[config.mk]
export PLATFORM = sky130hd
export DESIGN_NAME = icache_top
export DESIGN_NICKNAME = d
export VERILOG_FILES = /design/src/source/fetch_pkg.sv /design/src/source/icache_pkg.sv /design/src/source/icache_array.sv /design/src/source/icache_lookup.sv /design/src/source/icache_refill.sv /design/src/source/icache_top.sv
export VERILOG_INCLUDE_DIRS = /design/src /design/src/source
export SDC_FILE = /design/constraint.sdc
export NUM_CORES = 2
export LEC_CHECK = 0
export BUFFER_PORTS_ARGS = -buffer_cell sky130_fd_sc_hd__clkbuf_2
export CORE_UTILIZATION = 60
export CTS_CLUSTER_SIZE = 10
export DETAILED_ROUTE_END_ITERATION = 6
export PLACE_DENSITY = 0.82
export SYNTH_ARGS = -nofsm -noshare
export SYNTH_HDL_FRONTEND = slang
export SYNTH_SLANG_ARGS = --single-unit
[constraint.sdc]
create_clock -name clk_i -period 38.5 [get_ports clk_i]
set_input_delay 7.7 -clock clk_i [delete_from_list [all_inputs] [get_ports clk_i]]
set_output_delay 7.7 -clock clk_i [all_outputs]
set_load 0.05 [all_outputs]
[src/source/icache_params.svh]
`ifndef ICACHE_PARAMS_SVH
`define ICACHE_PARAMS_SVH

// fetch address width in bits
`define ICACHE_VADDR_W 32

// 32-bit words per cache line
`define ICACHE_LINE_WORDS 4

// number of sets
// must be a power of two
`define ICACHE_SETS 16

// first uncached byte address
// everything above goes straight to memory
`define ICACHE_NC_BASE 32'h0000_8000

`endif

[src/source/fetch_pkg.sv]
`default_nettype none

`include "icache_params.svh"

package fetch_pkg;

  // one instruction word
  localparam int unsigned INSTR_W = 32;

  // byte address as seen by the fetch unit
  // no translation, so this is also the physical address
  typedef logic [`ICACHE_VADDR_W-1:0] vaddr_t;

  // fetched instruction
  typedef logic [INSTR_W-1:0] instr_t;

endpackage

`default_nettype wire

[src/source/icache_pkg.sv]
`default_nettype none

`include "icache_params.svh"

package icache_pkg;

  //////////////////////////////
  // geometry
  //////////////////////////////

  localparam int unsigned WORD_W     = 32;
  localparam int unsigned NUM_SETS   = `ICACHE_SETS;
  localparam int unsigned BYTE_OFF_W = $clog2(WORD_W / 8);
  localparam int unsigned OFFSET_W   = $clog2(`ICACHE_LINE_WORDS);
  localparam int unsigned INDEX_W    = $clog2(NUM_SETS);
  localparam int unsigned LINE_OFF_W = BYTE_OFF_W + OFFSET_W;
  localparam int unsigned TAG_W      = `ICACHE_VADDR_W - INDEX_W - LINE_OFF_W;
  localparam int unsigned LINE_W     = `ICACHE_LINE_WORDS * WORD_W;

  typedef logic [INDEX_W-1:0]  index_t;
  typedef logic [TAG_W-1:0]    tag_t;
  typedef logic [OFFSET_W-1:0] offset_t;
  // word 0 sits in the low bits
  typedef logic [LINE_W-1:0]   line_t;

  // refill sequencer
  typedef enum logic [1:0] {
    IDLE,
    REQ,
    WAIT,
    DELIVER
  } refill_state_t;

  //////////////////////////////
  // address fields
  //////////////////////////////

  function automatic index_t addr_index(input logic [`ICACHE_VADDR_W-1:0] addr);
    return addr[LINE_OFF_W +: INDEX_W];
  endfunction

  function automatic tag_t addr_tag(input logic [`ICACHE_VADDR_W-1:0] addr);
    return addr[`ICACHE_VADDR_W-1 -: TAG_W];
  endfunction

  function automatic offset_t addr_offset(input logic [`ICACHE_VADDR_W-1:0] addr);
    return addr[BYTE_OFF_W +: OFFSET_W];
  endfunction

  // strip the offset bits for a line request
  function automatic logic [`ICACHE_VADDR_W-1:0] line_base(
    input logic [`ICACHE_VADDR_W-1:0] addr
  );
    return {addr[`ICACHE_VADDR_W-1:LINE_OFF_W], {LINE_OFF_W{1'b0}}};
  endfunction

  // below the uncached boundary
  function automatic logic addr_cacheable(input logic [`ICACHE_VADDR_W-1:0] addr);
    return addr < `ICACHE_NC_BASE;
  endfunction

  // pick one 32-bit word out of a line
  function automatic logic [WORD_W-1:0] line_word(input line_t line, input offset_t off);
    return line[off*WORD_W +: WORD_W];
  endfunction

endpackage

`default_nettype wire

[src/source/icache_array.sv]
`timescale 1ns/1ps
`default_nettype none

module icache_array import icache_pkg::*; (
  input  logic   clk_i,
  input  logic   rst_i,
  input  logic   flush_i,
  // read port, data one cycle later
  input  index_t rd_index_i,
  output tag_t   rd_tag_o,
  output logic   rd_valid_o,
  output line_t  rd_line_o,
  // line write from refill
  input  logic   wr_en_i,
  input  index_t wr_index_i,
  input  tag_t   wr_tag_i,
  input  line_t  wr_line_i
);

  //////////////////////////////
  // storage
  //////////////////////////////

  // tag and data arrays
  tag_t  tag_mem  [NUM_SETS];
  line_t line_mem [NUM_SETS];

  // one valid flag per set
  // kept in flops so flush can clear all at once
  logic [NUM_SETS-1:0] valid_q;

  //////////////////////////////
  // tag and data
  //////////////////////////////

  // write first in code, but nonblocking
  // so a same-set read still gets the old entry
  always_ff @(posedge clk_i) begin
    if (wr_en_i) begin
      tag_mem[wr_index_i]  <= wr_tag_i;
      line_mem[wr_index_i] <= wr_line_i;
    end
    rd_tag_o  <= tag_mem[rd_index_i];
    rd_line_o <= line_mem[rd_index_i];
  end

  //////////////////////////////
  // valid bits
  //////////////////////////////

  // flush beats a write in the same cycle
  always_ff @(posedge clk_i) begin
    if (rst_i) begin
      valid_q <= '0;
    end else if (flush_i) begin
      valid_q <= '0;
    end else if (wr_en_i) begin
      valid_q[wr_index_i] <= 1'b1;
    end
  end

  // registered like the tag read
  // old value on a same-cycle write
  always_ff @(posedge clk_i) begin
    if (rst_i) begin
      rd_valid_o <= 1'b0;
    end else begin
      rd_valid_o <= valid_q[rd_index_i];
    end
  end

endmodule

`default_nettype wire

[src/source/icache_lookup.sv]
`timescale 1ns/1ps
`default_nettype none

module icache_lookup import fetch_pkg::*; import icache_pkg::*; (
  input  logic   clk_i,
  input  logic   rst_i,
  input  logic   en_i,
  input  logic   flush_i,
  // fetch request
  input  logic   req_i,
  input  logic   kill_i,
  input  vaddr_t vaddr_i,
  output logic   ready_o,
  // fetch response
  output logic   valid_o,
  output vaddr_t vaddr_o,
  output instr_t data_o,
  // array read port
  output index_t rd_index_o,
  input  tag_t   rd_tag_i,
  input  logic   rd_valid_i,
  input  line_t  rd_line_i,
  // miss to refill
  output logic   miss_o,
  output vaddr_t miss_vaddr_o,
  input  logic   refill_busy_i,
  // line coming back from refill
  input  logic   fill_vld_i,
  input  vaddr_t fill_vaddr_i,
  input  line_t  fill_line_i
);

  //////////////////////////////
  // declarations
  //////////////////////////////

  // request handshake
  logic   accept;

  // lookup stage
  logic   s1_vld_q;
  vaddr_t s1_vaddr_q;
  logic   s1_live;
  logic   tag_match;
  logic   hit;

  // output register
  logic   valid_q;
  vaddr_t vaddr_q;
  instr_t data_q;

  //////////////////////////////
  // request stage
  //////////////////////////////

  // hold off while a miss is open or being raised
  // flush also blocks, the array is being cleared
  assign ready_o = ~(refill_busy_i | miss_o | flush_i);
  assign accept  = req_i & ready_o;

  // array read starts right at acceptance
  // index taken straight from the incoming address
  assign rd_index_o = addr_index(vaddr_i);

  always_ff @(posedge clk_i) begin
    if (rst_i) begin
      s1_vld_q <= 1'b0;
    end else begin
      s1_vld_q <= accept;
    end
  end

  always_ff @(posedge clk_i) begin
    if (accept) begin
      s1_vaddr_q <= vaddr_i;
    end
  end

  //////////////////////////////
  // tag compare
  //////////////////////////////

  // kill and flush drop the request here
  assign s1_live = s1_vld_q & ~kill_i & ~flush_i;

  assign tag_match = rd_valid_i & (rd_tag_i == addr_tag(s1_vaddr_q));

  // disabled cache and uncached region never hit
  assign hit = s1_live & tag_match & en_i & addr_cacheable(s1_vaddr_q);

  // anything else that survived goes to memory
  assign miss_o       = s1_live & ~hit;
  assign miss_vaddr_o = s1_vaddr_q;

  //////////////////////////////
  // output register
  //////////////////////////////

  always_ff @(posedge clk_i) begin
    if (rst_i) begin
      valid_q <= 1'b0;
    end else begin
      valid_q <= hit | fill_vld_i;
    end
  end

  // a fill and a hit never meet
  // ready stays low until the fill is out
  always_ff @(posedge clk_i) begin
    if (fill_vld_i) begin
      vaddr_q <= fill_vaddr_i;
      data_q  <= line_word(fill_line_i, addr_offset(fill_vaddr_i));
    end else if (hit) begin
      vaddr_q <= s1_vaddr_q;
      data_q  <= line_word(rd_line_i, addr_offset(s1_vaddr_q));
    end
  end

  assign valid_o = valid_q;
  assign vaddr_o = vaddr_q;
  assign data_o  = data_q;

endmodule

`default_nettype wire

[src/source/icache_refill.sv]
`timescale 1ns/1ps
`default_nettype none

module icache_refill import fetch_pkg::*; import icache_pkg::*; (
  input  logic   clk_i,
  input  logic   rst_i,
  input  logic   en_i,
  input  logic   flush_i,
  // miss from lookup
  input  logic   miss_i,
  input  vaddr_t miss_vaddr_i,
  output logic   busy_o,
  // memory side
  output logic   mem_req_o,
  output vaddr_t mem_addr_o,
  input  logic   mem_rtrn_vld_i,
  input  line_t  mem_rtrn_data_i,
  // array write port
  output logic   wr_en_o,
  output index_t wr_index_o,
  output tag_t   wr_tag_o,
  output line_t  wr_line_o,
  // line back to lookup
  output logic   fill_vld_o,
  output vaddr_t fill_vaddr_o,
  output line_t  fill_line_o
);

  //////////////////////////////
  // declarations
  //////////////////////////////

  refill_state_t state_q;
  refill_state_t state_d;

  // set by a flush while the line is in flight
  logic   discard_q;
  // line goes into the array when it returns
  logic   alloc_q;

  // captured miss
  vaddr_t vaddr_q;
  line_t  line_q;

  logic   issue;
  logic   waiting;

  //////////////////////////////
  // sequencer
  //////////////////////////////

  // request leaves in the miss cycle itself
  assign issue   = (state_q == IDLE) & miss_i;
  // REQ is the first cycle after the request
  // memory may already answer there
  assign waiting = (state_q == REQ) | (state_q == WAIT);

  always_comb begin
    state_d = state_q;
    case (state_q)
      IDLE: begin
        if (miss_i) begin
          state_d = REQ;
        end
      end
      REQ, WAIT: begin
        if (mem_rtrn_vld_i) begin
          state_d = DELIVER;
        end else begin
          state_d = WAIT;
        end
      end
      DELIVER: begin
        state_d = IDLE;
      end
      default: begin
        state_d = IDLE;
      end
    endcase
  end

  always_ff @(posedge clk_i) begin
    if (rst_i) begin
      state_q   <= IDLE;
      discard_q <= 1'b0;
      alloc_q   <= 1'b0;
    end else begin
      state_q <= state_d;
      if (issue) begin
        discard_q <= 1'b0;
        alloc_q   <= en_i & addr_cacheable(miss_vaddr_i);
      end else if (waiting && flush_i) begin
        discard_q <= 1'b1;
      end
    end
  end

  // miss address and returned line
  always_ff @(posedge clk_i) begin
    if (issue) begin
      vaddr_q <= miss_vaddr_i;
    end
    if (waiting && mem_rtrn_vld_i) begin
      line_q <= mem_rtrn_data_i;
    end
  end

  //////////////////////////////
  // outputs
  //////////////////////////////

  assign busy_o     = (state_q != IDLE);
  assign mem_req_o  = issue;
  assign mem_addr_o = line_base(miss_vaddr_i);

  // a flush in DELIVER itself is handled by the array
  assign wr_en_o    = (state_q == DELIVER) & alloc_q & ~discard_q;
  assign wr_index_o = addr_index(vaddr_q);
  assign wr_tag_o   = addr_tag(vaddr_q);
  assign wr_line_o  = line_q;

  // no result once a flush has been seen
  assign fill_vld_o   = (state_q == DELIVER) & ~discard_q & ~flush_i;
  assign fill_vaddr_o = vaddr_q;
  assign fill_line_o  = line_q;

endmodule

`default_nettype wire

[src/source/icache_top.sv]
`timescale 1ns/1ps
`default_nettype none

module icache_top import fetch_pkg::*; import icache_pkg::*; (
  input  logic   clk_i,
  input  logic   rst_i,
  input  logic   en_i,
  input  logic   flush_i,
  // fetch side
  input  logic   req_i,
  input  logic   kill_i,
  input  vaddr_t vaddr_i,
  output logic   ready_o,
  output logic   valid_o,
  output vaddr_t vaddr_o,
  output instr_t data_o,
  output logic   miss_o,
  // memory side
  output logic   mem_req_o,
  output vaddr_t mem_addr_o,
  input  logic   mem_rtrn_vld_i,
  input  line_t  mem_rtrn_data_i
);

  //////////////////////////////
  // internal wires
  //////////////////////////////

  // array read
  index_t rd_index;
  tag_t   rd_tag;
  logic   rd_valid;
  line_t  rd_line;

  // array write
  logic   wr_en;
  index_t wr_index;
  tag_t   wr_tag;
  line_t  wr_line;

  // lookup to refill and back
  vaddr_t miss_vaddr;
  logic   refill_busy;
  logic   fill_vld;
  vaddr_t fill_vaddr;
  line_t  fill_line;

  //////////////////////////////
  // lookup stage
  //////////////////////////////

  icache_lookup u_lookup (
    .clk_i         (clk_i),
    .rst_i         (rst_i),
    .en_i          (en_i),
    .flush_i       (flush_i),
    .req_i         (req_i),
    .kill_i        (kill_i),
    .vaddr_i       (vaddr_i),
    .ready_o       (ready_o),
    .valid_o       (valid_o),
    .vaddr_o       (vaddr_o),
    .data_o        (data_o),
    .rd_index_o    (rd_index),
    .rd_tag_i      (rd_tag),
    .rd_valid_i    (rd_valid),
    .rd_line_i     (rd_line),
    .miss_o        (miss_o),
    .miss_vaddr_o  (miss_vaddr),
    .refill_busy_i (refill_busy),
    .fill_vld_i    (fill_vld),
    .fill_vaddr_i  (fill_vaddr),
    .fill_line_i   (fill_line)
  );

  //////////////////////////////
  // tag and data array
  //////////////////////////////

  icache_array u_array (
    .clk_i      (clk_i),
    .rst_i      (rst_i),
    .flush_i    (flush_i),
    .rd_index_i (rd_index),
    .rd_tag_o   (rd_tag),
    .rd_valid_o (rd_valid),
    .rd_line_o  (rd_line),
    .wr_en_i    (wr_en),
    .wr_index_i (wr_index),
    .wr_tag_i   (wr_tag),
    .wr_line_i  (wr_line)
  );

  //////////////////////////////
  // refill unit
  //////////////////////////////

  // miss strobe is shared with the fetch port
  icache_refill u_refill (
    .clk_i           (clk_i),
    .rst_i           (rst_i),
    .en_i            (en_i),
    .flush_i         (flush_i),
    .miss_i          (miss_o),
    .miss_vaddr_i    (miss_vaddr),
    .busy_o          (refill_busy),
    .mem_req_o       (mem_req_o),
    .mem_addr_o      (mem_addr_o),
    .mem_rtrn_vld_i  (mem_rtrn_vld_i),
    .mem_rtrn_data_i (mem_rtrn_data_i),
    .wr_en_o         (wr_en),
    .wr_index_o      (wr_index),
    .wr_tag_o        (wr_tag),
    .wr_line_o       (wr_line),
    .fill_vld_o      (fill_vld),
    .fill_vaddr_o    (fill_vaddr),
    .fill_line_o     (fill_line)
  );

endmodule

`default_nettype wire

Word level (Yosys, flattened, before mapping)
Memory sizes are Yosys's and may differ from the RTL's. A register that Yosys moved wholly into a read port is not among the register bits. Cells that the tools add are included.

$lt $le $gt $ge: 4. Eq/ne operators: 5. Shift-type cells: 2. Reduce and logical (&&, ||, !) cells: 9. Bitwise logic cells: 24. Muxes and demuxes: 13.

Operator list (count): 128-bit by 8-bit indexed part select with 32-bit output (2); 32-bit 2-to-1 mux (4); 32-bit by 16-bit less-than comparator with 1-bit output, second input constant (1); 24-bit == test (1); 16-bit OR (1); 1-bit AND (14); 4-bit by 5-bit less-than comparator with 1-bit output, second input constant (2); 2-bit case mux with 3 select lines (1); 2-bit OR reduction (3); 1-bit 2-to-1 mux (5); 1-bit inverter (5); 1-bit binary-select mux with 4-bit select (1); 1-bit demux with 4-bit select (1); 2-bit == test, second input constant (2); 4-bit by 1-bit greater-or-equal comparator with 1-bit output, second input constant (1); 1-bit OR (4); 2-bit nonzero test (2); 1-bit logical AND (3); 2-bit by 1-bit == test with 1-bit output, second input constant (1); 2-bit zero test (1); 2-bit 2-to-1 mux (1); 2-bit inequality test, second input constant (1).

Word-level logic and storage cells: 71. Output and inout bits: 100. Memories: 2. Bits in registers: 279. Input bits: 167. RAM bits: 2432.

Memory list: u_array.line_mem (words 16, width 128, read ports 1, clocked after Yosys merged registers in 1, wr ports 1, line icache_array.sv:26) `line_t line_mem [NUM_SETS];`; u_array.tag_mem (words 16, width 24, read ports 1, clocked after Yosys merged registers in 1, wr ports 1, line icache_array.sv:25) `tag_t tag_mem [NUM_SETS];`.

Depth between registers and ports, before layout
Depth after elaboration: 12. Depth in mapped cells: 7. Gate-level depth less buffers: 7.

Hierarchy
Synthesis repeated with hierarchy kept, for this count alone.

Cell total of the unflattened synthesis: 4618. Area, all modules: 106712.3 um^2.

By module, submodules not included: icache_array (sequential area each 76413.3 um^2, cells an instance 3938, instances 1, area each 94361.8 um^2); icache_refill (sequential area each 4884.7 um^2, cells an instance 380, instances 1, area each 6473.7 um^2); icache_lookup (sequential area each 2922.8 um^2, cells an instance 300, instances 1, area each 5876.9 um^2).

Worst setup path after synthesis
Ideal clock, no wire load.

Kind: input -> output. Start: input port flush_i. End: output port mem_req_o. Stages on the path: 2. Path buffers: 0. Required time: 30800 ps. Data arrival time: 11407 ps. Slack: 19393 ps. Path through: or3b_4 > nor3_1.

Longest elaborated chain between the ends: 8.

Ends and longest elaborated chain: from (decl) (line icache_top.sv:8) `input logic flush_i,`; 1-bit inverter (*) (line icache_lookup.sv:84) `assign s1_live = s1_vld_q & ~kill_i & ~flush_i;`; 1-bit AND (*) (line icache_lookup.sv:84); 1-bit AND (3 in a row) (line icache_lookup.sv:89) `assign hit = s1_live & tag_match & en_i & addr_cacheable(s1_vaddr_q);`; 1-bit inverter (line icache_lookup.sv:92) `assign miss_o = s1_live & ~hit;`; 1-bit AND (*) (line icache_lookup.sv:92); 1-bit AND (*) (line icache_refill.sv:53) `assign issue = (state_q == IDLE) & miss_i;`; to (decl) (line icache_top.sv:19) `output logic mem_req_o,`.

Mark *: on every way between the ends. The rest lies on a longest branch, timed or not.

Final worst setup path
Start: input port flush_i. End: output port ready_o.

Longest elaborated chain between the ends: 10.

Ends and longest elaborated chain: 1-bit inverter (line icache_lookup.sv:84); 1-bit AND (line icache_lookup.sv:84); 1-bit AND (3 in a row) (line icache_lookup.sv:89); 1-bit inverter (line icache_lookup.sv:92); 1-bit AND (line icache_lookup.sv:92); 1-bit OR (line icache_lookup.sv:58) `assign ready_o = ~(refill_busy_i | miss_o | flush_i);`; 1-bit OR (*) (line icache_lookup.sv:58); 1-bit inverter (*) (line icache_lookup.sv:58); to (decl) (line icache_top.sv:13) `output logic ready_o,`.

Marked as above.

==> results.cfg <==
[synth]
synth_seq_cells = 2863
synthDistinctLibCells = 43
yosysSeqAreaShare_pct = 79.7
avgSynthCellArea_um2 = 25.5
synthCells = 4140
synth_area_um2 = 106000
yosysWarnings = 0

[floorplan]
die_height_um = 422
core_area_um2 = 174000
ios = 267
die_w_um = 422
die-area_um2 = 178000
start_util_pct = 60.6
rows = 153

[run]
cap_viol_max_count = 0

[timing]
fmax_mhz = 57.7
finalCritPeriodShare_pct = 45.0
rsz0062_at_grt = no
setup_ws_ps = 21180
worst-slew-pin-transition_ps = 1350
report.final.hold_viol_count = 0
slew_headroom_pct = 9.18
fin_crit_ps = 17320
finalSetupViolations = 0
slew_violations = 0
worst_clock_skew_ps = 74.9
fin_tns_setup_ps = 0

[final_layout]
multiInputGateArea_um2 = 20400
final_cells = 7157
fillerInstances = 9299
drive_gt1_share_pct = 33.2
final_common_cell = edfxtp_1
fin_nets = 4760
fin_area_um2 = 119000
final-seq-area_um2 = 84200
most-common-layout-cells = edfxtp_1 (2688), mux4_2 (817), clkbuf_16 (348)
area_growth_pct = 12.9

[global_route]
grt_usage_pct = 32.9
grt_antenna_before_repair = 9
grt.overflow.total = 0
grt_max_degree = 131
grt_pass1_wl_um = 408000
first_global_vias = 53700

[placement]
dpl-instance-area_um2 = 110000
pre_cts_ws_ps = 21220
io_buffer_count = 262
dp_hpwl_um = 121000
place_congestion = 0.745
dp.cells = 6576

[detailed_routing]
first_iter_violations = 7719
postRouteWirelength_um = 289000
wire_per_inst_um = 40.4
drtAntennaViolNets = 0
viasPerCell = 7.25
drcViolationCount = 0
vias = 51900
dr.pass1.iters = 5

[cts]
cts_resized = 0
cts_setup_buffers = 0
holdBufCountCts = 0
clk_pin_slew_ps = 50
cts_buffer_depth = 4
cts_tree = built
h-tree-depth = 5
root_buffer = clkbuf_16
cts_buffers = 338
clk_latency_ps = 940
cts_sinks = 2863

[setup_path]
path_buf_inv = 2
startpoint = flush_i
regToRegStartpoint = u_refill.state_q[1]$_SDFFE_PP0P_
crit_path_top_delay_cell = or3b_4
setup.worst_path.class = primary input to primary output
cpMostUsedCell = clkbuf_2
crit_arrival_ps = 9620
path_cells = clkbuf_2, or3b_4, nor4_1, nand4_1, nor3_2, nor2_1, nor3_1, clkbuf_2
critical_path.top_delay_family = simple AND/OR/NAND/NOR gates
worstPathRequired_ps = 30800
worstPathMaxFanout = 7
critPathMaxStageDelay_ps = 450
crit_path_end_kind = primary output
start_kind = primary input

[min_path]
hold_start = u_lookup.miss_vaddr_o[1]$_DFFE_PP_
hp-class = flip-flop to flip-flop

[power_and_ir_drop]
power.share.clock_pct = 42.6
leakagePower_nw = 37.7
pwr-share-seq_pct = 53.2
switching_share_pct = 22.1
comb_power_share_pct = 4.2
p_per_area_nw_per_um2 = 57.3
power.switching_mw = 1.51
ir_worst_vdd_v = 0.0000422
p_int_mw = 5.33

[outcome]
status = finished, final reports clean
cell type report:
| class | instances | area share (%) |
|---|---|---|
| sequential | 2863 | 70.6 |
| timing repair buffer | 338 | 1.76 |
| antenna | 3 | 0.00629 |
| inverter | 5 | 0.0157 |
| clock buffer | 570 | 8.03 |
| multi-input combinational | 1045 | 17.1 |
| tap | 2325 | 2.44 |
| clock inverter | 8 | 0.0671 |
power by group through the flow:
| stage | clock network [mW] | logic, mW | registers, mW |
|---|---|---|---|
| final | 2.91 | 0.286 | 3.64 |
| after floorplan | 0 | 0.193 | 3.65 |
| after global routing | 3.03 | 0.294 | 3.65 |
| after detailed placement | 0 | 0.275 | 3.69 |
| after global placement | 0 | 0.268 | 3.68 |
| after CTS | 2.93 | 0.286 | 3.64 |
synth_stat cells:
master / n / area [um^2]
nor4b_1: 1 / 8.76
o21a_2: 1 / 8.76
xor2_1: 23 / 201
a211oi_1: 12 / 90.1
mux2_2: 64 / 721
nand3_1: 2 / 10.0
conb_1: 1 / 3.75
and2_1: 4 / 25.0
nor4_1: 8 / 50.1
nor3b_1: 1 / 7.51
xnor2_1: 1 / 8.76
buf_6: 6 / 67.6
a41oi_1: 1 / 8.76
or3b_4: 1 / 11.3
clkbuf_1: 79 / 297
nor2_1: 19 / 71.3
o21a_1: 16 / 120
nand2b_1: 2 / 12.5
buf_4: 37 / 278
or2_1: 1 / 6.26
inv_1: 5 / 18.8
ha_1: 2 / 25.0
nand4_1: 2 / 12.5
and2_0: 1 / 6.26
buf_1: 16 / 60.1
or2_2: 1 / 6.26
nor3_1: 8 / 40.0
mux2i_1: 14 / 140
a21oi_1: 13 / 65.1
or3_1: 1 / 6.26
dfxtp_1: 175 / 3500
edfxtp_1: 2688 / 80700
buf_2: 92 / 460
and3b_1: 1 / 8.76
nor2b_1: 12 / 75.1
nor3_2: 1 / 10.0
o31ai_1: 1 / 7.51
nand2_1: 6 / 22.5
nand3b_1: 1 / 7.51
or4_1: 1 / 7.51
mux4_2: 817 / 18400
and3_1: 1 / 6.26
o21ai_0: 1 / 5.00
per-layer routing:
metal	vias to the layer above	share of wire, %	global-route usage, %
met2	4864	50	54.0
li1	18800	-	-
met3	995	11	6.26
met4	4	6.6	18.9
met1	27300	33	41.7
met5	-	0.0079	0
flip-flops by register name, indices dropped and copies added, names as in the netlist, 16 cells and up:
name	count
u_array.valid_q	16
u_array.rd_tag_o	24
u_array.rd_line_o	128
u_refill.fill_vaddr_o	32
u_refill.fill_line_o	128
u_lookup.data_o	32
u_array.tag_mem	384
u_array.line_mem	2048
u_lookup.miss_vaddr_o	32
u_lookup.vaddr_o	32
logic make-up after synthesis:
family                   after synthesis  synth area share [%]
multiplexers                         895                  18.2
adder cells (fa/ha/maj)                2                0.0237
flip-flops                          2863                  79.7
buffers and inverters                235                  1.12
other                                  1               0.00355
XOR/XNOR                              24                 0.199
AO/OA/AOI/OAI                         45                 0.289
AND/OR/NAND/NOR                       75                 0.390
through the flow:
stage	utilization (%)	hold WS (ps)	total power, mW
after floorplan	-	422	3.84
after CTS	68.4	445	6.85
after detailed placement	62.8	443	3.97
after global routing	68.4	448	6.98
final	68.4	445	6.84
after global placement	62.8	433	3.95
path summary, 6_finish.rpt:
path                                                           end  cells after the start  slack [ps]
worst max-delay path                                       ready_o                      8       21180
worst min-delay path            u_refill.fill_vaddr_o[1]$_DFFE_PP_                      0         440
worst max register to register    u_array.line_mem[5][6]$_DFFE_PP_                      7       33510
worst min register to register  u_refill.fill_vaddr_o[1]$_DFFE_PP_                      0         440
Note: power is estimated with default switching activity, not from simulation.
